[src/include/lcd_consts.svh]
// Sizes, raster timing and palette of the handheld LCD video path.
// Include wherever a module needs a dimension, a sync position or a colour.

`ifndef LCD_CONSTS_SVH
`define LCD_CONSTS_SVH

`define LCD_XSIZE   96      // lcd pixels per line
`define LCD_YSIZE   64      // lcd pixel lines
`define LCD_COLS    8       // rows of 8-pixel column bytes
`define FB_DEPTH    768     // bytes per frame bank

`define H_TOTAL     407     // pixels per raster line
`define V_TOTAL     262     // lines per raster frame
`define H_START     155     // first active pixel, centred
`define V_START     99      // first active line, centred
`define HS_START    383
`define HS_END      406
`define VS_LINE_ON  1       // vsync rises on this line's hsync
`define VS_LINE_OFF 4

// palette, pixel off is pale green, pixel on is dark green
`define OFF_R       8'hB7
`define OFF_G       8'hCA
`define OFF_B       8'hB7
`define ON_R        8'h04
`define ON_G        8'h16
`define ON_B        8'h04

`endif
[src/hw/lcd_video_pkg.sv]
// Shared types of the LCD video path.
// Modules import it inside their body and use scoped names in their ports.

package lcd_video_pkg;

    // one lcd column byte, bit n is pixel row n of the byte
    typedef logic [7:0] column_t;

    typedef logic [5:0] contrast_t;     // lcd contrast register

    typedef logic [7:0] lcd_x_t;        // lcd column index
    typedef logic [3:0] lcd_row_t;      // row of column bytes

    // frame bank address, row * 96 + column
    typedef logic [9:0] fb_addr_t;

    typedef logic [1:0] bank_t;         // one of four frame banks

    typedef logic [8:0] raster_t;       // raster or image coordinate

    typedef logic [7:0] intensity_t;    // shade level, 0 off .. 255 on
    typedef logic [7:0] channel_t;      // one colour channel

    typedef enum logic
    {
        CAP_IDLE,
        CAP_READING
    } capture_state_t;

endpackage

[src/hw/lcd_capture.sv]
// Frame capture from the LCD controller.
// Armed by frame_complete, it reads one column byte per column_ce, walking
// x then the byte row, and writes each byte with the contrast to the store.

`include "lcd_consts.svh"

module lcd_capture
(
    input  logic                     clk_sys,
    input  logic                     reset,
    input  logic                     frame_complete,
    input  logic                     column_ce,
    input  lcd_video_pkg::column_t   lcd_column,
    input  lcd_video_pkg::contrast_t lcd_contrast,
    output lcd_video_pkg::lcd_x_t    lcd_read_x,
    output lcd_video_pkg::lcd_row_t  lcd_read_y,
    output logic                     wr_en,
    output logic                     frame_done,
    output lcd_video_pkg::fb_addr_t  wr_addr,
    output lcd_video_pkg::column_t   wr_data,
    output lcd_video_pkg::contrast_t wr_contrast
);
    import lcd_video_pkg::*;

    capture_state_t state;
    logic           last_x;
    logic           last_col;

    assign last_x   = (lcd_read_x == lcd_x_t'(`LCD_XSIZE - 1));
    assign last_col = last_x && (lcd_read_y == lcd_row_t'(`LCD_COLS - 1));

    always_ff @(posedge clk_sys)
    begin
        if (reset)
        begin
            state      <= CAP_IDLE;
            lcd_read_x <= '0;
            lcd_read_y <= '0;
            wr_en      <= 1'b0;
            frame_done <= 1'b0;
        end
        else
        begin
            wr_en      <= 1'b0;
            frame_done <= 1'b0;
            case (state)
                CAP_IDLE:
                begin
                    if (frame_complete)
                        state <= CAP_READING;
                end
                CAP_READING:
                begin
                    if (column_ce)
                    begin
                        wr_en      <= 1'b1;
                        frame_done <= last_col;     // with the final write
                        lcd_read_x <= last_x ? '0 : lcd_read_x + 1'b1;
                        if (last_x)
                            lcd_read_y <= last_col ? '0 : lcd_read_y + 1'b1;
                        if (last_col)
                            state <= CAP_IDLE;      // late frame_complete is dropped
                    end
                end
                default: state <= CAP_IDLE;
            endcase
        end
    end

    // write payload, sampled at the same strobe as the address
    always_ff @(posedge clk_sys)
    begin
        if (column_ce)
        begin
            wr_addr     <= fb_addr_t'(lcd_read_y) * fb_addr_t'(`LCD_XSIZE)
                         + fb_addr_t'(lcd_read_x);
            wr_data     <= lcd_column;
            wr_contrast <= lcd_contrast;
        end
    end

endmodule

[config.mk]
export PLATFORM = sky130hd
export DESIGN_NAME = lcd_capture
export DESIGN_NICKNAME = d
export VERILOG_FILES = /design/src/hw/lcd_video_pkg.sv /design/src/hw/lcd_capture.sv
export VERILOG_INCLUDE_DIRS = /design/src /design/src/include
export SDC_FILE = /design/constraint.sdc
export NUM_CORES = 1
export LEC_CHECK = 0
export BUFFER_PORTS_ARGS = -buffer_cell sky130_fd_sc_hd__buf_2
export CORE_UTILIZATION = 49
export CTS_BUF_LIST = sky130_fd_sc_hd__clkbuf_16
export CTS_CLUSTER_SIZE = 8
export DETAILED_ROUTE_END_ITERATION = 12
export PLACE_DENSITY = 0.74
export SLEW_MARGIN = 5
export SYNTH_ARGS = -nofsm -noshare
export SYNTH_HDL_FRONTEND = slang
export SYNTH_SLANG_ARGS = --single-unit
[constraint.sdc]
create_clock -name clk_sys -period 3.2 [get_ports clk_sys]
set_input_delay 0.16 -clock clk_sys [delete_from_list [all_inputs] [get_ports clk_sys]]
set_output_delay 0.16 -clock clk_sys [all_outputs]
set_load 0.01 [all_outputs]
# Yosys cells after proc, flatten, opt, wreduce, memory -nomap -nowiden
# Cells that the tools add are included.
[classes]
n_addsub = 3
n_mul = 1
n_eq_ne = 2
mux = 7
n_bitwise = 2
n_reduce_logical = 5
[ops]
columns = ["op", "n"]
rows = [
  ["adder 10 x 8 -> 10 bit", 1],
  ["adder 8 x 1 -> 8 bit (second input constant)", 1],
  ["equality test 8 x 7 -> 1 bit (second input constant)", 1],
  ["2-to-1 mux 8 bit", 1],
  ["multiplier 4 x 2 -> 5 bit (second input constant)", 1],
  ["adder 4 x 1 -> 4 bit (second input constant)", 1],
  ["equality test 4 x 3 -> 1 bit (second input constant)", 1],
  ["2-to-1 mux 1 bit", 4],
  ["2-to-1 mux 4 bit", 1],
  ["AND reduction 3 bit", 1],
  ["OR reduction 3 bit", 1],
  ["NOT 1 bit", 2],
  ["one-hot mux 1 bit (2 select lines)", 1],
  ["AND reduction 2 bit", 1],
  ["OR reduction 2 bit", 1],
  ["logical AND 1 bit", 1],
]
[totals]
ff_bits = 39
in_bits = 18
word_cells = 28

# Longest topological paths before layout
[logic_depth]
ltp_word = 5
mapped_depth = 8
ltp_nobuf = 8

# Least setup slack after synthesis
# Ideal clock, no wire load.
[synth_timing]
kind = "flip-flop to flip-flop"
from = "reg lcd_read_y[0]"
to = "reg wr_addr[9], data pin"
setup_ns = 0.268
t_arrival_ns = 2.089
path_slack_ns = 0.843
stages_incl_launch_ff = 9
path_buffers = 0
synth_period_minus_slack_ns = 2.357
path_cell_list = "dfxtp_1 > ha_1 > inv_1 > fa_1 > inv_1 > ha_1 > a21oi_1 > nor2_1 > xnor3_1"
[synth_between]
elab_chain_len = 2
[synth_lines]
columns = ["element", "line", "rtl"]
rows = [
  ["from (decl)", "lcd_capture.sv:16", "output lcd_video_pkg::lcd_row_t lcd_read_y,"],
  ["from (signal assigned)", "lcd_capture.sv:60", "lcd_read_y <= last_col ? '0 : lcd_read_y + 1'b1;"],
  ["multiplier 4 x 2 -> 5 bit", "lcd_capture.sv:75", "wr_addr <= fb_addr_t'(lcd_read_y) * fb_addr_t'(`LCD_XSIZE)"],
  ["adder 10 x 8 -> 10 bit", "lcd_capture.sv:75", ""],
  ["to (signal assigned)", "lcd_capture.sv:75", ""],
  ["to (decl)", "lcd_capture.sv:19", "output lcd_video_pkg::fb_addr_t wr_addr,"],
]
# No other way between the ends.
# A chain may end at the register's enable or synchronous reset.

# Worst setup path in the final report
# Same ends and word-level chain as after synthesis.

==> metrics.cfg <==
[timing]
hold_viol=0
finalCritPeriodShare_pct=78.4
setup_viol=0
max_slew_margin_pct=61.0
rsz0062_at_grt=false
min_period_ns=2.51
finalClockSkew_ns=0.00381
fmax_mhz=398
setup_ws_ns=0.690
worstMarginPinSlew_ns=0.584
slew_viol_final=0
tns_ns=0

[clock_tree]
postCtsHoldBufs=0
cts_resized=0
cts.sinks=39
cts_buffers=5
cts_tree=built
cts_htree_levels=2
cts_setup_buffers=0
clk_latency_ns=0.27
clk_path_buf_depth=2
cts_root_buffer=clkbuf_16
clkTransAtPathRegs_ns=0.05

[yosys]
yosysTopAreaCell=edfxtp_1
synthFlopType=edfxtp_1
syn_area_um2=1640
ys_async_sr_fraction_pct=0
synth.cells.most_frequent=24 x edfxtp_1, 15 x dfxtp_1, 12 x a21oi_1
synth_cell_types=33
synthesis.nets=155
synth_edf_count=24
yosys-top-cells-area=edfxtp_1 44%, dfxtp_1 18%, ha_1 6.9%, a21oi_1 3.7%, fa_1 2.4%
ys.warnings.count=0
synth_top_area_share_pct=43.9
netlist_instances=126
syn_avg_cell_area_um2=13.0
yosysMostFrequentCell=edfxtp_1
yosysSeqAreaShare_pct=62.1
ys_ff_latch=39

[layout]
nets=215
layout-drive-gt1-share_pct=35.3
final_cell_area_um2=2130
fillers=249
areaGrowthSynthToFinish_pct=29.6
antenna_cells=0

[detailed_routing]
wirelength_um=3150
detail-route-antenna-nets=0
drt_iter0_markers=34
drc_errors=0
dr.pass1.iters=4
wire_per_inst_um=13.6
vias=1218
viasPerCell=5.27

[power_and_ir_drop]
p_clk_share_pct=46.4
p_comb_share_pct=4.8
ir_worst_vdd_v=0.000264
p_sw_mw=0.210
p_int_mw=0.943
netSwitchingFraction_pct=18.2
power-per-cell-area_nw_per_um2=542
pwr-share-seq_pct=48.8
leakage_nw=0.928

[worst_setup_path]
required_ns=3.21
crit_type=register to register
end_kind=register
r2r_slack_ns=0.69
critPathLaunchType=register
critPathArrivalTime_ns=2.52
timing.critical_path.fanout_max=7
reg2reg_depth=8

[global_route]
antenna_found_initial=0
grt_pass1_vias=1167
grt_overflow=0
grt_usage_pct=19.7
grt_start_max_net_pins=30
grt_pass1_wl_um=5110

[placement]
portBuffers=55
gp_congestion=0.780
dp_hpwl_um=2310
dpl_worst_slack_ns=0.692
place_area_um2=1960

[outcome]
outcome=finished clean

[floorplanning]
row_count=20
die_h_um=59.9
die-area_um2=3590
start_util_pct=52.5
core_um2=3130
io_pins=56
die_w_um=59.9

[min_path]
hp-class=primary input to register
hold_depth=1

[flow_run]
drv_cap=0

-- flip-flops by register name, summed over array words and instances (netlist names) --
register and count:
state 1, lcd_read_y 4, wr_addr 10, wr_data 8
wr_en 1, lcd_read_x 8, wr_contrast 6, frame_done 1
-- worst max-delay path: stages (launching register included) --
cell	delay, ns
dfxtp_1	0.45
ha_1	0.33
inv_1	0.08
fa_1	0.48
inv_1	0.06
ha_1	0.28
a21oi_1	0.14
nor2_1	0.07
xnor3_1	0.35
-- power groups by stage --
stage	Sequential, mW	Combinational (mW)	Clock (mW)
after floorplan	0.586	0.00714	0
after global placement	0.573	0.0551	0
after detailed placement	0.574	0.0561	0
after CTS	0.563	0.0562	0.548
after global routing	0.566	0.0624	0.566
final	0.563	0.0553	0.535
-- cell type report --
| class | instances | area (µm²) | share of cell area (%) |
|---|---|---|---|
| Sequential cell | 39 | 1020 | 48.0 |
| Multi-Input combinational cell | 78 | 587 | 27.6 |
| Timing Repair Buffer | 55 | 275 | 12.9 |
| Clock buffer | 5 | 125 | 5.88 |
| Tap cell | 44 | 55.1 | 2.59 |
| Clock inverter | 3 | 38.8 | 1.82 |
| Inverter | 7 | 26.3 | 1.23 |
-- stage by stage --
| step | instances | hold slack [ns] | utilization, % | power [mW] |
|---|---|---|---|---|
| global placement | 223 | 0.337 | 62.8 | 0.628 |
| detailed placement | 223 | 0.339 | 62.8 | 0.630 |
| global route | 231 | 0.0540 | 68.0 | 1.19 |
| floorplan | 126 | 0.259 | - | 0.593 |
| CTS | 231 | 0.0570 | 68.0 | 1.17 |
| finish | 231 | 0.0619 | 68.0 | 1.15 |
-- cell usage in the layout, fill, tap and decap left out, drive strengths merged, types with 3 or more instances in the layout --
cell	netlist	routed
o31ai	5	5
nand2	6	6
edfxtp	24	24
xnor2	3	3
clkbuf	1	5
nand3	6	6
nor2	5	5
ha	9	9
or3	3	3
a21oi	12	12
nand4	4	4
inv	7	7
buf	1	55
o21ai	3	3
dfxtp	15	15
-- cell families (layout without fill, tap and decap cells) --
| group | after synthesis | after routing | share of synthesized area (%) |
|---|---|---|---|
| DFF | 39 | 39 | 62.1 |
| buffers and inverters | 9 | 70 | 2.13 |
| xor gates and xnor gates | 6 | 6 | 4.04 |
| and+or+nand+nor | 34 | 34 | 11.4 |
| muxes | 1 | 1 | 0.685 |
| AOI/OAI and AO/OA | 26 | 26 | 10.3 |
| adders and majority gates | 11 | 11 | 9.29 |
-- final timing paths --
| check | start | end |
|---|---|---|
| worst min register to register | lcd_read_x[1] | lcd_read_x[1] |
| worst max-delay path | lcd_read_y[0] | wr_addr[9] |
| worst min-delay path | lcd_contrast[1] | wr_contrast[1] |
| worst max register to register | lcd_read_y[0] | wr_addr[9] |
-- routing by layer --
layer	part of all wire [%]	vias to the layer above	global-route usage, %
met2	50	59	34.9
met4	1.5	0	8.64
met5	0	-	0
met3	6.4	5	5.41
met1	42	563	21.9
li1	-	591	-
No activity file was read; power rests on OpenSTA's default activity.
