**src/include/lcd_consts.svh**
```systemverilog
// Sizes, raster timing and palette of the handheld LCD video path.
// Include wherever a module needs a dimension, a sync position or a colour.

`ifndef LCD_CONSTS_SVH
`define LCD_CONSTS_SVH

`define LCD_XSIZE   96      // lcd pixels per line
`define LCD_YSIZE   64      // lcd pixel lines
`define LCD_COLS    8       // rows of 8-pixel column bytes
`define FB_DEPTH    768     // bytes per frame bank

`define H_TOTAL     407     // pixels per raster line
`define V_TOTAL     262     // lines per raster frame
`define H_START     155     // first active pixel, centred
`define V_START     99      // first active line, centred
`define HS_START    383
`define HS_END      406
`define VS_LINE_ON  1       // vsync rises on this line's hsync
`define VS_LINE_OFF 4

// palette, pixel off is pale green, pixel on is dark green
`define OFF_R       8'hB7
`define OFF_G       8'hCA
`define OFF_B       8'hB7
`define ON_R        8'h04
`define ON_G        8'h16
`define ON_B        8'h04

`endif
```
**src/hw/lcd_video_pkg.sv**
```systemverilog
// Shared types of the LCD video path.
// Modules import it inside their body and use scoped names in their ports.

package lcd_video_pkg;

    // one lcd column byte, bit n is pixel row n of the byte
    typedef logic [7:0] column_t;

    typedef logic [5:0] contrast_t;     // lcd contrast register

    typedef logic [7:0] lcd_x_t;        // lcd column index
    typedef logic [3:0] lcd_row_t;      // row of column bytes

    // frame bank address, row * 96 + column
    typedef logic [9:0] fb_addr_t;

    typedef logic [1:0] bank_t;         // one of four frame banks

    typedef logic [8:0] raster_t;       // raster or image coordinate

    typedef logic [7:0] intensity_t;    // shade level, 0 off .. 255 on
    typedef logic [7:0] channel_t;      // one colour channel

    typedef enum logic
    {
        CAP_IDLE,
        CAP_READING
    } capture_state_t;

endpackage

```
**src/hw/pixel_shade.sv**
```systemverilog
// Pixel shading: contrast table lookup, optional four-frame blend and
// mixing between the off and on palette greens, registered to RGB.
// Sync and blank flags are delayed two pix_ce stages to match the colour.

`include "lcd_consts.svh"

module pixel_shade
(
    input  logic                     clk_sys,
    input  logic                     reset,
    input  logic                     pix_ce,
    input  logic                     blend_mode,
    input  logic                     hsync_in,
    input  logic                     vsync_in,
    input  logic                     hblank_in,
    input  logic                     vblank_in,
    input  logic [2:0]               pixel_row,
    input  lcd_video_pkg::column_t   bank_column [4],
    input  lcd_video_pkg::contrast_t bank_contrast [4],
    output lcd_video_pkg::channel_t  red,
    output lcd_video_pkg::channel_t  green,
    output lcd_video_pkg::channel_t  blue,
    output logic                     hsync,
    output logic                     vsync,
    output logic                     hblank,
    output logic                     vblank
);
    import lcd_video_pkg::*;

    // {off level, on level} per contrast setting, indexed {contrast, pixel}
    localparam intensity_t level_map [128] = '{
        8'd0,   8'd4,    8'd0,   8'd4,    8'd0,   8'd4,    8'd0,   8'd4,     // 00
        8'd0,   8'd6,    8'd0,   8'd11,   8'd0,   8'd17,   8'd0,   8'd24,    // 04
        8'd0,   8'd31,   8'd0,   8'd40,   8'd0,   8'd48,   8'd0,   8'd57,    // 08
        8'd0,   8'd67,   8'd0,   8'd77,   8'd0,   8'd88,   8'd0,   8'd99,    // 0C
        8'd0,   8'd110,  8'd0,   8'd122,  8'd0,   8'd133,  8'd0,   8'd146,   // 10
        8'd0,   8'd158,  8'd0,   8'd171,  8'd0,   8'd184,  8'd0,   8'd198,   // 14
        8'd0,   8'd212,  8'd0,   8'd226,  8'd0,   8'd240,  8'd0,   8'd255,   // 18
        8'd2,   8'd255,  8'd5,   8'd255,  8'd10,  8'd255,  8'd15,  8'd255,   // 1C
        8'd21,  8'd255,  8'd27,  8'd255,  8'd34,  8'd255,  8'd41,  8'd255,   // 20
        8'd48,  8'd255,  8'd56,  8'd255,  8'd64,  8'd255,  8'd73,  8'd255,   // 24
        8'd81,  8'd255,  8'd90,  8'd255,  8'd100, 8'd255,  8'd109, 8'd255,   // 28
        8'd119, 8'd255,  8'd129, 8'd255,  8'd139, 8'd255,  8'd149, 8'd255,   // 2C
        8'd160, 8'd255,  8'd171, 8'd255,  8'd182, 8'd255,  8'd193, 8'd255,   // 30
        8'd204, 8'd255,  8'd216, 8'd255,  8'd228, 8'd255,  8'd240, 8'd255,   // 34
        8'd240, 8'd255,  8'd240, 8'd255,  8'd240, 8'd255,  8'd240, 8'd255,   // 38
        8'd240, 8'd255,  8'd240, 8'd255,  8'd240, 8'd255,  8'd240, 8'd255    // 3C
    };

    logic [2:0] row_d;
    logic       hsync_d;
    logic       vsync_d;
    logic       hblank_d;
    logic       vblank_d;
    intensity_t level [4];
    logic [9:0] level_sum;
    intensity_t intensity;

    // ((255 - i) * off + i * on) / 255, fits 16 bits
    function automatic channel_t mix(intensity_t i, channel_t off_c, channel_t on_c);
        logic [15:0] acc;
        acc = {8'h00, 8'hFF - i} * {8'h00, off_c} + {8'h00, i} * {8'h00, on_c};
        return channel_t'(acc / 16'd255);
    endfunction

    always_comb
    begin
        level_sum = '0;
        for (int age = 0; age < 4; age++)
        begin
            level[age] = level_map[{bank_contrast[age], bank_column[age][row_d]}];
            level_sum  = level_sum + 10'(level[age]);
        end
        intensity = blend_mode ? level_sum[9:2] : level[0];   // blend gives grey shades
    end

    always_ff @(posedge clk_sys)
    begin
        if (pix_ce)
            row_d <= pixel_row;     // same stage as the bank bytes
    end

    always_ff @(posedge clk_sys)
    begin
        if (reset)
        begin
            {hsync_d, vsync_d, hblank_d, vblank_d} <= 4'b0011;
            {hsync, vsync, hblank, vblank}         <= 4'b0011;
            red   <= '0;
            green <= '0;
            blue  <= '0;
        end
        else if (pix_ce)
        begin
            {hsync_d, vsync_d, hblank_d, vblank_d} <= {hsync_in, vsync_in, hblank_in, vblank_in};
            {hsync, vsync, hblank, vblank}         <= {hsync_d, vsync_d, hblank_d, vblank_d};
            if (hblank_d || vblank_d)
            begin
                red   <= '0;
                green <= '0;
                blue  <= '0;
            end
            else
            begin
                red   <= mix(intensity, `OFF_R, `ON_R);
                green <= mix(intensity, `OFF_G, `ON_G);
                blue  <= mix(intensity, `OFF_B, `ON_B);
            end
        end
    end

endmodule

```
**config.mk**
```make
export PLATFORM = sky130hd
export DESIGN_NAME = pixel_shade
export DESIGN_NICKNAME = d
export VERILOG_FILES = /design/src/hw/lcd_video_pkg.sv /design/src/hw/pixel_shade.sv
export VERILOG_INCLUDE_DIRS = /design/src /design/src/include
export SDC_FILE = /design/constraint.sdc
export NUM_CORES = 1
export LEC_CHECK = 0
export BUFFER_PORTS_ARGS = -buffer_cell sky130_fd_sc_hd__buf_2
export CAP_MARGIN = 5
export CORE_AREA = 3 3 210 212
export DETAILED_ROUTE_END_ITERATION = 10
export DIE_AREA = 0 0 213 215
export GPL_ROUTABILITY_DRIVEN = 1
export PLACE_DENSITY_LB_ADDON = 0.08
export SYNTH_ARGS = -nofsm -noshare
export SYNTH_HDL_FRONTEND = slang
export SYNTH_SLANG_ARGS = --single-unit
```
**constraint.sdc**
```tcl
create_clock -name clk_sys -period 21.9 [get_ports clk_sys]
set_input_delay 4.38 -clock clk_sys [delete_from_list [all_inputs] [get_ports clk_sys]]
set_output_delay 4.38 -clock clk_sys [all_outputs]
set_load 0.02 [all_outputs]
```
## Word-level counts from Yosys, hierarchy flattened

Memories as Yosys holds them, arrays and structs flattened.
Cells that the tools add are included.

- Bits in registers: 27
- Bits in latches: 0
- Memory bits (writable): 0
- Memory bits (read-only): 4096
- Bits of input ports: 67
- Output and inout port bits: 28
- Word-level logic and storage cells: 55
- Memories: 4

Memories:

| memory | words | width | read ports | clocked after Yosys merged registers in | wr ports | line | RTL |
|---|---|---|---|---|---|---|---|
| (no name shown) | 128 | 8 | 1 | 0 | 0 | pixel_shade.sv:71 | `level[age] = level_map[{bank_contrast[age], bank_column[age][row_d]}];` |
| (no name shown) | 128 | 8 | 1 | 0 | 0 | pixel_shade.sv:71 |  |
| (no name shown) | 128 | 8 | 1 | 0 | 0 | pixel_shade.sv:71 |  |
| (no name shown) | 128 | 8 | 1 | 0 | 0 | pixel_shade.sv:71 |  |

- Add/subtract/negate cells: 6
- Multiply operators: 3
- Divide/modulo/power cells: 2
- $lt $le $gt $ge: 5
- Eq/ne operators: 0
- Shifts and indexed selects: 0
- Muxes and demuxes: 19
- Bitwise gates (word level): 4
- Reduce and logical (&&, ||, !) cells: 1

Operator list:

| kind | number |
|---|---|
| $mux W8 | 11 |
| $div A16 B8 Y16 const B | 2 |
| $ge A8 B8 Y1 const B | 4 |
| $not A7 Y8 | 4 |
| $add A16 B10 Y16 | 1 |
| $add A16 B13 Y16 | 1 |
| $mul A8 B8 Y16 const B | 1 |
| $mul A8 B7 Y15 const B | 1 |
| $bmux W1 S3 | 4 |
| $mul A8 B4 Y12 const B | 1 |
| $add A10 B8 Y10 | 1 |
| $add A9 B8 Y10 | 1 |
| $add A8 B8 Y9 | 1 |
| $sub A8 B8 Y8 const A | 1 |
| $lt A3 B4 Y1 const B | 1 |
| $mux W1 | 4 |
| $logic_or A1 B1 Y1 | 1 |

## Logic depth before layout (Yosys ltp)

- Depth after elaboration: 15
- Gate-level depth with buffers: 69
- Gate-level depth less buffers: 64

## Worst setup path before layout

Ideal clock, no wire load.

- Path kind: input-to-reg
- Start: in bank_column[7] (netlist name)
- End: reg green[0]
- Setup time: 0.122 ns
- Arrival time: 18.041 ns
- Data required time: 21.778 ns
- Slack: 3.737 ns
- Cell stages on the path: 65
- Cell sequence: mux4_2 -> mux2i_1 -> nor2b_1 -> o21ai_0 -> nand2_1 -> nand2_1 -> o41ai_1 -> a211oi_1 -> a31oi_1 -> fa_1 -> inv_1 -> fa_1 -> nor3b_1 -> fa_1 -> a21o_1 -> a21oi_1 -> o21bai_1 -> a21oi_1 -> (+29 left out) -> o21a_1 -> ha_1 -> nand2_1 -> a211o_1 -> nor4_4 -> nand3_1 -> mux2_2 -> a221oi_4 -> a311oi_1 -> or2_2 -> ha_1 -> and2_1 -> nand4_1 -> nand2_1 -> a21bo_1 -> a221oi_2 -> mux2i_1 -> a21oi_1

- Word-level cells in the longest chain between the ends: 13
- Elaborated cells between the ends (all ways): 14
- Those cells by class: 3 x add/sub; 2 x mul; 1 x div; 6 x mux; 1 x bitwise; 1 x memory

RTL lines:

| what | line | RTL |
|---|---|---|
| start, declared | pixel_shade.sv:18 | `input lcd_video_pkg::column_t bank_column [4],` |
| $bmux W1 S3 * | pixel_shade.sv:71 |  |
| $mux W1 (implied by the code) * | pixel_shade.sv:71 |  |
| $not A7 Y8 (implied by the code) * | pixel_shade.sv:71 |  |
| $mem_v2 Z128 W8 * | -- |  |
| $mux W8 (implied by the code) * (2 in series) | pixel_shade.sv:71 |  |
| $add A10 B8 Y10 * | pixel_shade.sv:72 | `level_sum = level_sum + 10'(level[age]);` |
| $mux W8 * | pixel_shade.sv:74 | `intensity = blend_mode ? level_sum[9:2] : level[0];` |
| $sub A8 B8 Y8 | pixel_shade.sv:62 | `acc = {8'h00, 8'hFF - i} * {8'h00, off_c} + {8'h00, i} * {8'h00, on_c};` |
| $mul A8 B7 Y15 | pixel_shade.sv:62 |  |
| $add A16 B13 Y16 * | pixel_shade.sv:62 |  |
| $div A16 B8 Y16 * | pixel_shade.sv:63 | `return channel_t'(acc / 16'd255);` |
| $mux W8 * | pixel_shade.sv:97 | `if (hblank_d \|\| vblank_d)` |
| end signal, assigned | pixel_shade.sv:106 | `` green <= mix(intensity, `OFF_G, `ON_G); `` |
| end, declared | pixel_shade.sv:21 | `output lcd_video_pkg::channel_t green,` |

Every way passes the cells marked *; elsewhere a longest branch is shown, timed or not. The select of a mux whose other input is x is not followed.
A chain may end at the register's enable or synchronous reset.

## Final worst setup path

- Start: in bank_column[7] (netlist name)
- End: reg green[1]

The elaborated chain is that of the path after synthesis.

==> results.sh <==
export IMPL_slowest_stage="o22ai_1"
export IMPL_core_um2=42130
export IMPL_layout_common_cells="158 x a21oi_1, 151 x nand2_1, 150 x nor2_1"
export IMPL_postCtsSetupRepairBufs=0
export IMPL_cts_hold_buf=0
export IMPL_initial_core_util_pct=31.21
export IMPL_n_fill_cell=4626
export IMPL_drv_slew=0
export IMPL_fin_crit_ns=19.93
export IMPL_outcome="finished clean"
export IMPL_grt_first_pass_wirelength_um=69460
export IMPL_num_rows=75
export IMPL_area_growth_pct=6.328
export IMPL_ios=95
export IMPL_setup_viol=0
export IMPL_diodes=0
export IMPL_grt_start_max_net_pins=34
export IMPL_cp_data_required_time_ns=22.08
export IMPL_synth_cell_types=131
export IMPL_slew_headroom_pct=21.88
export IMPL_avgSynthCellArea_um2=7.201
export IMPL_die_x_um=213
export IMPL_clock_skew_ns=0.001478
export IMPL_nets=2059
export IMPL_firstDrtPassIters=5
export IMPL_track_usage_pct=17.84
export IMPL_root_buffer="clkbuf_16"
export IMPL_num_vias=13600
export IMPL_worst_pin_slew_ns=1.172
export IMPL_post_drt_wl_per_cell_um=17.77
export IMPL_cts_htree_levels=1
export IMPL_cts_resized=0
export IMPL_arrival_ns=20.11
export IMPL_synthCells=1826
export IMPL_clk_pin_slew_ns=0.07
export IMPL_dieArea_um2=45800
export IMPL_fmaxAchievable_mhz=50.17
export IMPL_ys_seq_area_share_pct=4.339
export IMPL_netlist_top_cells_area="ha_1 11%, fa_1 7.9%, a21oi_1 6.0%"
export IMPL_grt_overflow=0
export IMPL_startpoint_type="input pin"
export IMPL_rsz0062_at_grt="false"
export IMPL_ant_nets=0
export IMPL_wirelength_um=42050
export IMPL_die_h_um=215
export IMPL_final_common_cell="a21oi_1"
export IMPL_clkSinkCount=27
export IMPL_synth_area_leader_cell="ha_1"
export IMPL_hp_class="register to register"
export IMPL_finalCritPeriodShare_pct=91.02
export IMPL_drt_iter0_markers=776
export IMPL_max_stage_delay_ns=0.75
export IMPL_drv_cap=0
export IMPL_path_max_fanout=18
export IMPL_setup_worst_path_end_class="register"
export IMPL_cts_max_path_buffers=2
export IMPL_hpwl_um=33780
export IMPL_yosysTopAreaCellShare_pct=10.66
export IMPL_gp_congestion=0.8546
export IMPL_synth_edff_count=3
export IMPL_synth_seq_cells=27
export IMPL_avgViaCountPerCell=5.746
export IMPL_cts_buffers=3
export IMPL_clk_latency_ns=0.26
export IMPL_drc=0
export IMPL_numPortBuffers=94
export IMPL_grt_antenna_before_repair=0
export IMPL_setup_tns_ns=0
export IMPL_critPathKind="input pin to register"
export IMPL_fin_hold_ws_ns=0.4653
export IMPL_synthFlopType="dfxtp_1"
export IMPL_hold_viol=0
export IMPL_drive_above_1_share_pct=12.37
export IMPL_yosys_warnings=0
export IMPL_grt_pass1_vias=13060
export IMPL_cts_tree="yes"
export IMPL_synth_cell_area_um2=13150
export IMPL_synth_nets=2057
export IMPL_async_reset_ff_share_pct=0
-- layout make-up --
class / count / area [um2] / share of cell area, %
multi-input cells: 1551 / 11570 / 82.78
well taps: 539 / 674.4 / 4.824
flip-flops and latches: 27 / 570.5 / 4.081
repair buffers: 106 / 560.5 / 4.009
inverters: 139 / 521.8 / 3.732
clock buffers: 3 / 75.07 / 0.5370
clock inverters: 1 / 5.005 / 0.03580
-- registers in the layout, summed over array words and instances, names as in the netlist --
signal and cells:
hblank 1, hblank_d 1, hsync 1, red 8, green 8, hsync_d 1, vblank 1, vsync_d 1
vblank_d 1, vsync 1, row_d 3
-- worst max-delay path, delay by kind of cell --
family	cells	cell delay, ns
AOI/OAI and AO/OA	22	5.80
xor gates and xnor gates	2	0.27
adders and majority gates	10	3.79
buffers and inverters	5	0.50
muxes	2	0.61
and+or+nand+nor	23	4.74
-- Yosys cell counts (13+ instances only) --
cell	n
and2_1	25
mux2i_1	26
nor3_1	36
a31oi_1	28
nor2_1	150
nand2_1	151
or3_1	20
fa_1	52
nand3_1	45
xor2_1	23
buf_4	13
o21ai_0	126
nor2b_1	15
o21a_1	14
o211ai_1	24
a22oi_1	13
or2_2	17
xnor2_1	48
ha_1	112
a211oi_1	33
dfxtp_1	24
and3_1	20
a21o_1	37
inv_1	137
o22ai_1	17
a21oi_1	158
nand4_1	14
nand2b_1	24
clkbuf_1	77
-- per-stage QoR --
| step | cells | area, um2 | setup slack [ns] | utilization, % |
|---|---|---|---|---|
| 2_1_floorplan | 1826 | 13150 | 3.737 | - |
| 3_3_place_gp | 2362 | 13900 | 2.174 | 32.99 |
| 3_5_place_dp | 2362 | 13900 | 1.817 | 32.99 |
| 4_1_cts | 2366 | 13980 | 2.065 | 33.18 |
| 5_1_grt | 2366 | 13980 | 0.8329 | 33.18 |
| 6_report | 2366 | 13980 | 1.967 | 33.18 |
-- path summary, 6_finish.rpt --
kind             startpoint        to  slack, ns  cells after the start
min                green[5]  green[5]       0.47                      2
max reg2reg        row_d[1]  green[1]       5.40                     63
max          bank_column[7]  green[1]       1.97                     64
min reg2reg        green[5]  green[5]       0.47                      2
-- cell families (layout without fill, tap and decap cells) --
| family | Yosys count | count (layout) | share of synthesized area [%] |
|---|---|---|---|
| adder cells (fa/ha/maj) | 166 | 166 | 18.73 |
| flip-flops | 27 | 27 | 4.339 |
| XOR/XNOR | 73 | 73 | 4.977 |
| buffers and inverters | 248 | 249 | 7.679 |
| AO/OA/AOI/OAI | 670 | 670 | 36.20 |
| AND/OR/NAND/NOR | 598 | 598 | 23.86 |
| multiplexers | 44 | 44 | 4.225 |
-- metal layers --
layer	GRT usage [%]	wire, um	vias up
li1	-	-	6834
met4	1.708	420	0
met3	1.298	1574	27
met1	26.38	20720	6473
met5	0	0	-
met2	29.30	19330	262
Power is left out: the tool's default activity adds up to more than one toggle a clock period on the data nets, which glitch-free logic cannot reach.
