File: src/include/lcd_consts.svh
// Sizes, raster timing and palette of the handheld LCD video path.
// Include wherever a module needs a dimension, a sync position or a colour.

`ifndef LCD_CONSTS_SVH
`define LCD_CONSTS_SVH

`define LCD_XSIZE   96      // lcd pixels per line
`define LCD_YSIZE   64      // lcd pixel lines
`define LCD_COLS    8       // rows of 8-pixel column bytes
`define FB_DEPTH    768     // bytes per frame bank

`define H_TOTAL     407     // pixels per raster line
`define V_TOTAL     262     // lines per raster frame
`define H_START     155     // first active pixel, centred
`define V_START     99      // first active line, centred
`define HS_START    383
`define HS_END      406
`define VS_LINE_ON  1       // vsync rises on this line's hsync
`define VS_LINE_OFF 4

// palette, pixel off is pale green, pixel on is dark green
`define OFF_R       8'hB7
`define OFF_G       8'hCA
`define OFF_B       8'hB7
`define ON_R        8'h04
`define ON_G        8'h16
`define ON_B        8'h04

`endif
File: src/hw/lcd_video_pkg.sv
// Shared types of the LCD video path.
// Modules import it inside their body and use scoped names in their ports.

package lcd_video_pkg;

    // one lcd column byte, bit n is pixel row n of the byte
    typedef logic [7:0] column_t;

    typedef logic [5:0] contrast_t;     // lcd contrast register

    typedef logic [7:0] lcd_x_t;        // lcd column index
    typedef logic [3:0] lcd_row_t;      // row of column bytes

    // frame bank address, row * 96 + column
    typedef logic [9:0] fb_addr_t;

    typedef logic [1:0] bank_t;         // one of four frame banks

    typedef logic [8:0] raster_t;       // raster or image coordinate

    typedef logic [7:0] intensity_t;    // shade level, 0 off .. 255 on
    typedef logic [7:0] channel_t;      // one colour channel

    typedef enum logic
    {
        CAP_IDLE,
        CAP_READING
    } capture_state_t;

endpackage

File: src/hw/raster_scan.sv
// Fixed 407 x 262 raster with the 96 x 64 image centred in it.
// All outputs describe the same raster position and move on each pix_ce;
// rd_addr and pixel_row select the image pixel at that position.

`include "lcd_consts.svh"

module raster_scan
(
    input  logic                    clk_sys,
    input  logic                    reset,
    input  logic                    pix_ce,
    output lcd_video_pkg::fb_addr_t rd_addr,
    output logic [2:0]              pixel_row,
    output logic                    hsync,
    output logic                    vsync,
    output logic                    hblank,
    output logic                    vblank
);
    import lcd_video_pkg::*;

    localparam raster_t H_LAST    = raster_t'(`H_TOTAL - 1);
    localparam raster_t V_LAST    = raster_t'(`V_TOTAL - 1);
    localparam raster_t H_ACT_END = raster_t'(`H_START + `LCD_XSIZE);
    localparam raster_t V_ACT_END = raster_t'(`V_START + `LCD_YSIZE);
    localparam raster_t X_LAST    = raster_t'(`LCD_XSIZE - 1);

    raster_t h_count;
    raster_t v_count;
    raster_t next_h;
    raster_t next_v;
    raster_t img_x;
    raster_t img_y;

    always_comb
    begin
        next_h = h_count + 1'b1;
        next_v = v_count;
        if (h_count == H_LAST)
        begin
            next_h = '0;
            next_v = (v_count == V_LAST) ? '0 : v_count + 1'b1;
        end
    end

    // flags are decoded from the next position so they line up with the counters
    always_ff @(posedge clk_sys)
    begin
        if (reset)
        begin
            h_count <= '0;
            v_count <= '0;
            hsync   <= 1'b0;
            vsync   <= 1'b0;
            hblank  <= 1'b1;
            vblank  <= 1'b1;
            img_x   <= '0;
            img_y   <= '0;
        end
        else if (pix_ce)
        begin
            h_count <= next_h;
            v_count <= next_v;
            hblank  <= !(next_h >= raster_t'(`H_START) && next_h < H_ACT_END);
            vblank  <= !(next_v >= raster_t'(`V_START) && next_v < V_ACT_END);
            hsync   <= (next_h >= raster_t'(`HS_START) && next_h <= raster_t'(`HS_END));
            if (next_h == raster_t'(`HS_START))
            begin
                if (next_v == raster_t'(`VS_LINE_ON))
                    vsync <= 1'b1;
                if (next_v == raster_t'(`VS_LINE_OFF))
                    vsync <= 1'b0;
            end

            // image position, only moves inside the active window
            if (vblank)
            begin
                img_x <= '0;
                img_y <= '0;
            end
            else if (!hblank)
            begin
                img_x <= (img_x == X_LAST) ? '0 : img_x + 1'b1;
                if (img_x == X_LAST)
                    img_y <= img_y + 1'b1;
            end
        end
    end

    assign rd_addr   = fb_addr_t'(img_y[5:3]) * fb_addr_t'(`LCD_XSIZE) + fb_addr_t'(img_x);
    assign pixel_row = img_y[2:0];   // bit within the column byte

endmodule

File: config.mk
export PLATFORM = sky130hd
export DESIGN_NAME = raster_scan
export DESIGN_NICKNAME = d
export VERILOG_FILES = /design/src/hw/lcd_video_pkg.sv /design/src/hw/raster_scan.sv
export VERILOG_INCLUDE_DIRS = /design/src /design/src/include
export SDC_FILE = /design/constraint.sdc
export NUM_CORES = 1
export LEC_CHECK = 0
export CAP_MARGIN = 25
export CORE_ASPECT_RATIO = 1.75
export CORE_MARGIN = 8
export CORE_UTILIZATION = 30
export DETAILED_ROUTE_END_ITERATION = 7
export DONT_BUFFER_PORTS = 1
export PLACE_DENSITY_LB_ADDON = 0.25
export SYNTH_ARGS = -nofsm -noshare
export SYNTH_HDL_FRONTEND = slang
export SYNTH_SLANG_ARGS = --single-unit
File: constraint.sdc
create_clock -name clk_sys -period 2.24 [get_ports clk_sys]
set_input_delay 0.448 -clock clk_sys [delete_from_list [all_inputs] [get_ports clk_sys]]
set_output_delay 0.448 -clock clk_sys [all_outputs]
set_load 0.01 [all_outputs]
; Word-level counts from Yosys, hierarchy flattened
; Index checks and enable logic that the tools add are counted.
[classes]
magnitude_cmp = 6
n_reduce_logical = 10
n_mul = 1
eq_ne = 7
add_sub_neg = 5
n_mux = 11
[op_table]
columns = op, count
row1 = 9-bit two-way mux, 9
row2 = 9-bit by 1-bit adder with 9-bit output (second input constant), 4
row3 = 9-bit == test (second input constant), 3
row4 = 9-bit by 8-bit < comparator with 1-bit output (second input constant), 2
row5 = 10-bit by 9-bit adder with 10-bit output, 1
row6 = 9-bit by 1-bit == test with 1-bit output (second input constant), 1
row7 = 9-bit by 3-bit == test with 1-bit output (second input constant), 1
row8 = 9-bit by 7-bit == test with 1-bit output (second input constant), 1
row9 = 9-bit by 7-bit >= comparator with 1-bit output (second input constant), 1
row10 = 9-bit by 8-bit >= comparator with 1-bit output (second input constant), 1
row11 = 9-bit >= comparator (second input constant), 1
row12 = 9-bit less-or-equal comparator (second input constant), 1
row13 = 3-bit AND reduction, 2
row14 = 3-bit by 2-bit multiplier with 5-bit output (second input constant), 1
row15 = 2-bit nonzero test, 2
row16 = 1-bit logical AND, 3
row17 = 1-bit zero test, 2
row18 = 1-bit two-way mux, 2
row19 = 2-bit by 1-bit != test with 1-bit output (second input constant), 1
row20 = 2-bit AND reduction, 1
[word_totals]
regBits = 40
inputBits = 3
elab_cells = 48

; Depth between registers and ports, before layout
; Gate-level depths: netlist (run 1).
[logic_depth]
ltp_word = 6
depth_mapped = 9
mapped_depth_nobuf = 8

; Worst setup path before layout (run 1)
; OpenSTA, ideal clock, no wires.
[synth_path]
path_type = reg2reg
startpoint = register h_count[6]
endpoint = register vsync
setup_slack_ps = -176
required_time_ps = 2117
n_path_buf = 2
stages_incl_launch_ff = 9
setup_time_ps = 123
arrival_ps = 2293
path_cell_list = dfxtp_1 > buf_6 > or4b_1 > clkbuf_2 > or4_1 > a21oi_1 > a21oi_1 > a2111oi_2 > mux2_1
[synth_between]
elab_chain_cells = 5
elab_cells_between_ends = 10
[synth_lines]
columns = element, line_no
row1 = "start, declared", raster_scan.sv:27  ; raster_t h_count;
row2 = "start signal, assigned", raster_scan.sv:61  ; h_count <= next_h;
row3 = branches (longest 5 deep; another with 9-bit by 1-bit adder with 9-bit output), --
row4 = "end signal, assigned", raster_scan.sv:53  ; vsync <= 1'b0;
row5 = "end signal, assigned", raster_scan.sv:69  ; vsync <= 1'b1;
row6 = "end signal, assigned", raster_scan.sv:71  ; vsync <= 1'b0;
row7 = "end, declared", raster_scan.sv:15  ; output logic vsync,
; Parallel ways; which one is timed is not known.
; A chain may end at the register's enable or synchronous reset.

; Worst setup path after layout (run 1)
[layout_path]
startpoint = register img_y[4]
endpoint = output rd_addr[8]
[layout_between]
elab_chain_cells = 2
[layout_lines]
columns = element, line_no
row1 = "start, declared", raster_scan.sv:32  ; raster_t img_y;
row2 = "start signal, assigned", raster_scan.sv:84  ; img_y <= img_y + 1'b1;
row3 = 3-bit by 2-bit multiplier with 5-bit output, raster_scan.sv:89  ; assign rd_addr = fb_addr_t'(img_y[5:3]) * fb_addr_t'(`LCD_XSIZE) + fb_addr_t'(img_x);
row4 = 10-bit by 9-bit adder with 10-bit output, raster_scan.sv:89
row5 = "end, declared", raster_scan.sv:12  ; output lcd_video_pkg::fb_addr_t rd_addr,
; No other way between the ends.

==> reports/results.ini, run 1 <==
[outcome]
outcome = complete, but fails checks
failed_checks = negative setup slack

[routing]
viasPerCell = 5.36
drt_wl_total_um = 6970
vias = 2397
drt_iter0_markers = 141
dr.pass1.iters = 4
detail-route-antenna-nets = 0
wl_per_cell_um = 15.6
drc = 0

[setup_path]
rr_worst_depth = 6
slowest_stage = fa_2
worstPathMaxFanout = 3
path_cells = ha_4 -> fa_2 -> ha_4 -> buf_4 -> buf_6 -> a21oi_4 -> xnor2_4
cpMostUsedCell = ha_4
worstSetupStartpointType = flop
critPathTopFamily = adder cells
end_kind = output pin
crit_type = flop to output pin
cp.depth = 7
worst_ep_arrival_time_ps = 2140
required_ps = 1790
critical_path_buf_inv_count = 2
r2r-end = vsync
cpPeakStageDelay_ps = 550
timing.rr.start = h_count[5]
r2r_setup_slack_ps = -80

[grt]
track_usage_pct = 12.3
first_global_vias = 2434
grt_overflow_total = 0
antenna_found_initial = 0
grt_pass1_wl_um = 11300
grt_max_degree = 29

[yosys]
syn_inst = 319
synth-main-ff-cell = dfxtp_1
yosys.cell_count.top_type = nor2_1
synth.distinct_cells = 55
ys_ff_latch = 37
synth_area_leaders = dfxtp_1 (29%), ha_1 (6.4%), nor2_1 (6.2%)
synth_area_leader_cell = dfxtp_1
syn-num-nets = 337
async_flop_share_pct = 0
ys.warnings.count = 0
synth_edf_count = 0
synth_area_per_cell_um2 = 7.99
yosysSeqAreaShare_pct = 29.1
synth_top_area_share_pct = 29.1
synth_commonest_cells = nor2_1 (42), dfxtp_1 (37), a21oi_1 (19), xor2_1 (18), nand2_1 (16)
syn_area_um2 = 2550

[clocking]
cts_tree = built
clk_pin_slew_worst_paths_ps = 60
cts-root-buf = clkbuf_16
numCtsBuffers = 5
clkLatencyLatePin_ps = 280
htreeDepth = 2
cts_buffer_depth = 2
cts_sinks = 37

[placed_design]
place_hpwl_um = 5140
place_worst_setup_slack_ps = -178
globalplace.congestion = 0.846
post-place-cells = 434
dpl_cell_area_um2 = 2910
portBuffers = 0

[finish]
layout.nets = 372
fillers = 845
diodes = 0
layout.cells.non_filler = 447
drive_gt1_share_pct = 27.0
syn_to_final_growth_pct = 28.5
fin_area_um2 = 3270

[sta]
finalSetupViolCount = 4
worst_pin_slew_ps = 551
slew_violations = 0
hold_ws_ps = 229
rsz0062_at_grt = yes
tns_ps = -1100
timing.final.crit_period_ps = 2580
final.setup.worst_slack_ps = -344
hold_violations = 0
fmax_mhz = 387
fin_skew_ps = 2.87
slew_headroom_pct = 63.2
period_share_pct = 115

[power]
p_leak_uw = 0.00133
power.density_nw_per_um2 = 451
vdd_drop_max_mv = 0.223

[floorplan]
core_area_um2 = 8260
start_util_pct = 30.8
die_h_um = 138
dieWidth_um = 85.7
rows = 44
num_io_pins = 20
dieArea_um2 = 11800

[hold_path]
hold_class = input port to flop
holdPathEnd = hsync
worstHoldStart = reset
hold_depth = 1

[run]
max-cap-violations = 0

-- kinds of logic after synthesis --
| kind of cell | count (synthesis) | share of synthesized area, % |
|---|---|---|
| simple gates | 133 | 27.3 |
| compound gates | 65 | 16.6 |
| flops | 37 | 29.1 |
| buf+inv | 34 | 6.58 |
| xor+xnor | 29 | 9.97 |
| fa+ha+maj | 15 | 7.96 |
| mux | 6 | 2.50 |
-- cell type report --
cell class	count	area (µm²)	area share, %
Timing Repair Buffer	53	418	12.8
Inverter	9	33.8	1.03
Tap cell	92	115	3.52
Clock buffer	7	153	4.66
Multi-Input combinational cell	248	1800	55.0
Sequential cell	37	746	22.8
Clock inverter	1	8.76	0.267
-- worst max-delay path by stage --
stage                           from         end  slack [ps]
after floorplan           h_count[6]       vsync        -120
after detailed placement  h_count[0]       vsync        -180
after global placement    h_count[3]       vsync        -130
after CTS                   img_y[4]  rd_addr[9]        -290
final                       img_y[4]  rd_addr[8]        -340
after global routing        img_y[4]  rd_addr[9]        -400
-- state kept, by name, summed over array words and instances (netlist names) --
name / count
hsync: 1
h_count: 9
v_count: 9
vsync: 1
img_x: 9
vblank: 1
img_y: 6
hblank: 1
-- per-layer routing --
metal / track usage [%] / vias to the layer above / routed length [µm]
li1: - / 1193 / -
met1: 10.5 / 1134 / 2470
met2: 23.8 / 46 / 3890
met3: 2.91 / 24 / 265
met4: 8.92 / 0 / 337
met5: 0 / - / 0
-- metrics by stage --
step	total power, µW	util [%]
3_3_place_gp	739	35.2
5_1_grt	1540	39.7
6_report	1480	39.7
4_1_cts	1500	38.5
2_1_floorplan	730	-
3_5_place_dp	740	35.2
-- worst reg2reg max path, cell delays in order (launching register included) --
cell and delay, ps:
dfxtp_2 320, or4b_4 610, or4_4 440, a21oi_2 120, a21oi_1 60, a2111oi_2 320
mux2_1 350
-- power breakdown --
part	internal (µW)	total (µW)	switching [µW]	leakage, µW
Combinational	27.7	62.3	34.6	0.000954
Sequential	661	664	2.35	0.000300
Clock	477	752	275	0.0000805
Total	1170	1480	312	0.00133
-- what timing repair did --
item | in CTS | in global routing
endpoints found under the setup margin | 8 | 8
resized for setup | 14 | 21
hold buffers | 0 | 0
pin swaps | 4 | 12
setup buffers | 2 | 3
-- cell usage in the layout (no fill, tap or decap), drive strengths merged, types with 3 or more instances in the layout --
cell / count
nor3: 11
o21ai: 15
nor2b: 7
a31oi: 3
and3: 9
mux2: 3
or2: 5
nor2: 42
a21oi: 19
mux2i: 3
inv: 10
ha: 13
nand4: 12
nand3: 8
xnor2: 11
dfxtp: 37
nand2: 16
nor4: 4
nand2b: 5
xor2: 18
buf: 53
clkbuf: 7
a21o: 5
a21boi: 4
Note: power is estimated with default switching activity, not from simulation.
==> run 2, diff against run 1 <==
--- a/config.mk
+++ b/config.mk
@@ -8,7 +8,7 @@
 export LEC_CHECK = 0
 export CAP_MARGIN = 25
 export CORE_ASPECT_RATIO = 1.75
-export CORE_MARGIN = 8
+export CORE_MARGIN = 10
 export CORE_UTILIZATION = 30
 export DETAILED_ROUTE_END_ITERATION = 7
 export DONT_BUFFER_PORTS = 1
==> reports/results.ini, run 2 (synthesis gave the netlist of run 1 again) <==
[outcome]
failed_checks = negative setup slack
outcome = complete, but fails checks

[floorplan]
core_area_um2 = 8310  ; +0.67%
rows = 44  ; unchanged
num_io_pins = 20  ; unchanged
die_h_um = 142  ; +2.9%
dieArea_um2 = 12700  ; +7.7%
start_util_pct = 30.6  ; -0.20 points
dieWidth_um = 89.7  ; +4.7%

[grt]
globalRouteMet3Util_pct = 2.64  ; -0.27 points
grt_max_degree = 29  ; unchanged
grt_pass1_wl_um = 10900  ; -3.9%
busiest_layer = met2
antenna_found_initial = 0  ; unchanged
first_global_vias = 2262  ; -7.1%
met1_usage_pct = 10.5  ; -0.045 points
grt_overflow_total = 0  ; unchanged
track_usage_pct = 11.0  ; -1.2 points
grt_use_met2_pct = 20.2  ; -3.6 points

[finish]
mostFrequentLayoutCell = buf_4
most-common-layout-cells = buf_4 (51), nor2_1 (40), dfxtp_1 (34)
diodes = 0  ; unchanged
top_regs = h_count (9), img_x (9), v_count (9)
fin_area_um2 = 3310  ; +1.2%
syn_to_final_growth_pct = 30.1
layout.nets = 371  ; -0.27%
layout.cells.non_filler = 469  ; +4.9%
drive_gt1_share_pct = 27.1  ; +0.076 points
fin_util_pct = 39.9  ; +0.22 points

[placed_design]
dpl_cell_area_um2 = 2950  ; +1.2%
globalplace.congestion = 0.838  ; -0.99%
place_worst_setup_slack_ps = -195  ; -16.6 ps
portBuffers = 0  ; unchanged
post-place-cells = 458  ; +5.5%
place_hpwl_um = 5200  ; +1.2%

[setup_path]
required_ps = 1790  ; about the same
cpPeakStageDelay_ps = 520  ; -30 ps
worst_ep_arrival_time_ps = 2070  ; -70 ps
slowest_stage = fa_1
critical_path_buf_inv_count = 0  ; -2
path_cells = ha_4 -> fa_1 -> ha_4 -> a21o_1 -> a21oi_2 -> xor2_2
r2r_setup_slack_ps = -90  ; about the same
rr_worst_depth = 6  ; unchanged
critPathTopFamily = adder cells
timing.rr.start = h_count[6]
end_kind = output pin
cpMostUsedCell = ha_4
worstPathMaxFanout = 3  ; unchanged
r2r-end = vsync
worstSetupStartpointType = flop
crit_type = flop to output pin

[clocking]
cts-root-buf = clkbuf_16
htreeDepth = 2  ; unchanged
postCtsHoldBufs = 0  ; unchanged
cts_sinks = 37  ; unchanged
cts_tree = built
cts_buffer_depth = 2  ; unchanged
clkLatencyLatePin_ps = 290  ; about the same
clk_pin_slew_worst_paths_ps = 60  ; about the same
numCtsBuffers = 5  ; unchanged

[hold_path]
holdPathEnd = hsync
hold_class = input port to flop
worstHoldStart = reset
hold_depth = 1  ; unchanged

[sta]
timing.final.crit_period_ps = 2520  ; -65.4 ps
rsz0062_at_grt = yes
worst_pin_slew_ps = 378  ; -173 ps
hold_violations = 0  ; unchanged
finalSetupViolCount = 4  ; unchanged
period_share_pct = 112  ; -2.9 points
final.setup.worst_slack_ps = -278  ; +65.4 ps
fmax_mhz = 397  ; +2.6%
fin_skew_ps = 8.15  ; +5.28 ps
slew_violations = 0  ; unchanged
slew_headroom_pct = 74.7  ; +12 points
hold_ws_ps = 224  ; -4.93 ps

[power]
power.density_nw_per_um2 = 464  ; +2.9%
p_leak_uw = 0.00134  ; +0.58%
vdd_drop_max_mv = 0.279  ; +25%

[routing]
vias = 2383  ; -0.58%
wl_per_cell_um = 14.4  ; -7.9%
detail-route-antenna-nets = 0  ; unchanged
viasPerCell = 5.08  ; -5.2%
drt_iter0_markers = 141  ; unchanged
dr.pass1.iters = 4  ; unchanged
drt_wl_total_um = 6730  ; -3.3%
drc = 0  ; unchanged

[run]
max-cap-violations = 0  ; unchanged

[run 2: changes by cell type in the layout (fill, tap and decap cells not counted), sizes merged]
cell    previous run  this run
clkinv             0         1
clkbuf             7         5
bufinv             0         1
buf               53        52
[run 2: final cells by class]
class	count	area, µm²
inverters	9	33.8
fillers	853	5000
flip-flops and latches	37	747
repair buffers	52	394
clock buffers	5	125
well taps	115	144
clock inverters	3	43.8
multi-input cells	248	1830
[run 2: how the worst max path moves through the flow]
stage                 endpoint       start  slack, ps  cells past startpoint
floorplan                vsync  h_count[6]       -120                      8
global placement         vsync  h_count[0]       -170                      9
detailed placement       vsync  h_count[3]       -190                      6
CTS                 rd_addr[9]    img_y[4]       -310                      6
global route        rd_addr[9]    img_y[4]       -360                      6
finish              rd_addr[9]    img_y[4]       -280                      6
[run 2: layer usage]
| layer | wire (µm) | vias up |
|---|---|---|
| met2 | 3730 | 41 |
| met4 | 264 | 0 |
| met3 | 249 | 15 |
| met5 | 0 | - |
| li1 | - | 1188 |
| met1 | 2490 | 1139 |
[run 2: report_power, final]
| group | leakage, µW | internal [µW] | switching, µW |
|---|---|---|---|
| Combinational | 0.000958 | 26.8 | 32.2 |
| Sequential | 0.000300 | 661 | 4.85 |
| Clock | 0.0000842 | 527 | 288 |
| Total | 0.00134 | 1210 | 325 |
[run 2: what timing repair did]
item                                    in CTS  in global routing
endpoints found under the setup margin       8                 10
pin swaps                                    5                 13
gates resized for setup                     18                 19
buffers inserted                             2                  1
[run 2: worst reg2reg max path, cell delays in order, from the launching register on]
cell and delay, ps:
dfxtp_2 320, or4b_4 610, or4_4 440, a21oi_2 140, a21oi_2 60, a2111oi_4 300, mux2_1 350
[run 2: metrics by stage]
| stage | setup TNS, ps | power, µW |
|---|---|---|
| CTS | -787 | 1560 |
| finish | -684 | 1540 |
| global placement | -297 | 739 |
| floorplan | -123 | 730 |
| global route | -1020 | 1590 |
| detailed placement | -491 | 739 |
==> run 3, diff against run 2 <==
--- a/config.mk
+++ b/config.mk
@@ -9,7 +9,7 @@
 export CAP_MARGIN = 25
 export CORE_ASPECT_RATIO = 1.75
 export CORE_MARGIN = 10
-export CORE_UTILIZATION = 30
+export CORE_UTILIZATION = 45
 export DETAILED_ROUTE_END_ITERATION = 7
 export DONT_BUFFER_PORTS = 1
 export PLACE_DENSITY_LB_ADDON = 0.25
==> reports/results.ini, run 3 (synthesis gave the netlist of run 1 again) <==
[power]
p_leak_uw = 0.00129  ; -4.1%
vdd_drop_max_mv = 0.296  ; +6.1%
power.density_nw_per_um2 = 396  ; -15%

[setup_path]
worstPathMaxFanout = 2  ; -1
required_ps = 1790  ; about the same
cpPeakStageDelay_ps = 580  ; +60 ps
timing.rr.start = h_count[6]
r2r-end = vsync
slowest_stage = fa_1
cp.depth = 6  ; unchanged
end_kind = output pin
rr_worst_depth = 6  ; unchanged
critPathTopFamily = adder cells
endpoint = rd_addr[9]
worst_ep_arrival_time_ps = 2140  ; +70 ps
crit_start = img_y[4]
crit_type = flop to output pin
path_cells = buf_6 -> fa_1 -> ha_4 -> a21o_1 -> a21oi_2 -> xor2_2
critical_path_buf_inv_count = 1  ; +1
r2r_setup_slack_ps = -160  ; -70 ps
worstSetupStartpointType = flop

[finish]
fin_area_um2 = 3150  ; -5.0%
mostFrequentLayoutCell = buf_4
top_regs = h_count (9), img_x (9), v_count (9)
most-common-layout-cells = buf_4 (48), nor2_1 (41), dfxtp_1 (33)
drive_gt1_share_pct = 25.9  ; -1.3 points
layout.nets = 369  ; -0.54%
diodes = 0  ; unchanged
syn_to_final_growth_pct = 23.6

[sta]
fin_skew_ps = 6.37  ; -1.77 ps
slew_headroom_pct = 77.3  ; +2.6 points
hold_ws_ps = 214  ; -9.55 ps
final.setup.worst_slack_ps = -345  ; -66.4 ps
period_share_pct = 115  ; +3.0 points
rsz0062_at_grt = yes
finalSetupViolCount = 4  ; unchanged
fmax_mhz = 387  ; -2.6%
worst_pin_slew_ps = 338  ; -40.4 ps
hold_violations = 0  ; unchanged
slew_violations = 0  ; unchanged
timing.final.crit_period_ps = 2580  ; +66.4 ps

[hold_path]
hold_class = input port to flop

[clocking]
numCtsBuffers = 5  ; unchanged
clk_pin_slew_worst_paths_ps = 80  ; +20 ps
clkLatencyLatePin_ps = 290  ; about the same
cts_sinks = 37  ; unchanged
cts_tree = built
htreeDepth = 2  ; unchanged
cts-root-buf = clkbuf_8
cts_buffer_depth = 2  ; unchanged

[floorplan]
rows = 36  ; -18%
die_h_um = 120  ; -16%
num_io_pins = 20  ; unchanged
dieArea_um2 = 9190  ; -28%
start_util_pct = 46.0  ; +15 points
dieWidth_um = 76.9  ; -14%
core_area_um2 = 5540  ; -33%

[outcome]
outcome = complete, but fails checks
failed_checks = negative setup slack

[routing]
vias = 2379  ; -0.17%
drc = 0  ; unchanged
drt_iter0_markers = 90  ; -36%
wl_per_cell_um = 15.6  ; +8.7%
viasPerCell = 5.56  ; +9.4%
detail-route-antenna-nets = 0  ; unchanged
dr.pass1.iters = 4  ; unchanged
drt_wl_total_um = 6680  ; -0.76%

[grt]
first_global_vias = 2315  ; +2.3%
grt_max_degree = 29  ; unchanged
antenna_found_initial = 0  ; unchanged
grt_pass1_wl_um = 11100  ; +2.0%
track_usage_pct = 14.4  ; +3.4 points
grt_overflow_total = 0  ; unchanged

[placed_design]
place_hpwl_um = 4800  ; -7.7%
dpl_cell_area_um2 = 2860  ; -2.9%
portBuffers = 0  ; unchanged
globalplace.congestion = 0.931  ; +11%

[run]
max-cap-violations = 0  ; unchanged

## run 3: metrics by stage
step	util, %	setup WS, ps	TNS, ps	std cells	power (µW)
after floorplan	-	-123	-123	319	730
after global placement	51.6	-112	-171	414	741
after detailed placement	51.6	-149	-303	414	741
after CTS	54.9	-336	-872	423	1260
after global routing	56.8	-402	-1170	428	1290
final	56.8	-345	-941	428	1250
## run 3: worst min path at each step
stage / start / to / slack, ps / cells after the start
floorplan: h_count[8] / h_count[8] / 480 / 2
global placement: hsync / hsync / 510 / 2
CTS: reset / hsync / 210 / 1
global route: reset / hsync / 200 / 1
finish: reset / hsync / 210 / 1
detailed placement: hsync / hsync / 510 / 2
## run 3: worst register-to-register path, stage by stage, from the launching register on
cell and delay (ps):
dfxtp_1 320, or4b_4 590, or4_4 500, a21oi_2 170, a21oi_2 70, a2111oi_4 330
mux2_4 330
## run 3: power by group
part	internal (µW)	leakage, µW	switching, µW
combinational	27.3	0.000932	33.5
sequential	661	0.000301	4.62
clock	278	0.0000542	240
## run 3: repair_timing
action                                  in CTS  in global routing
gates cloned                                 0                  0
hold buffers                                 0                  0
pin swaps                                    3                 11
resized for setup                           12                 18
endpoints found under the setup margin       5                  9
setup buffers                                1                  5
hold endpoints to repair                     0                  0
## run 3: area by class of cell
| type | count | area [µm²] |
|---|---|---|
| Timing Repair Buffer | 50 | 383 |
| Clock buffer | 7 | 96.3 |
| Multi-Input combinational cell | 248 | 1790 |
| Tap cell | 76 | 95.1 |
| Clock inverter | 1 | 5.00 |
| Fill cell | 503 | 2390 |
| Inverter | 9 | 33.8 |
| Sequential cell | 37 | 746 |
## run 3: metal layers
layer	global-route usage (%)	part of all wire, %	vias up
met5	0	0	-
met3	2.99	2.8	14
met2	28.4	58	44
met1	13.4	37	1136
li1	-	-	1185
met4	7.13	2.6	0
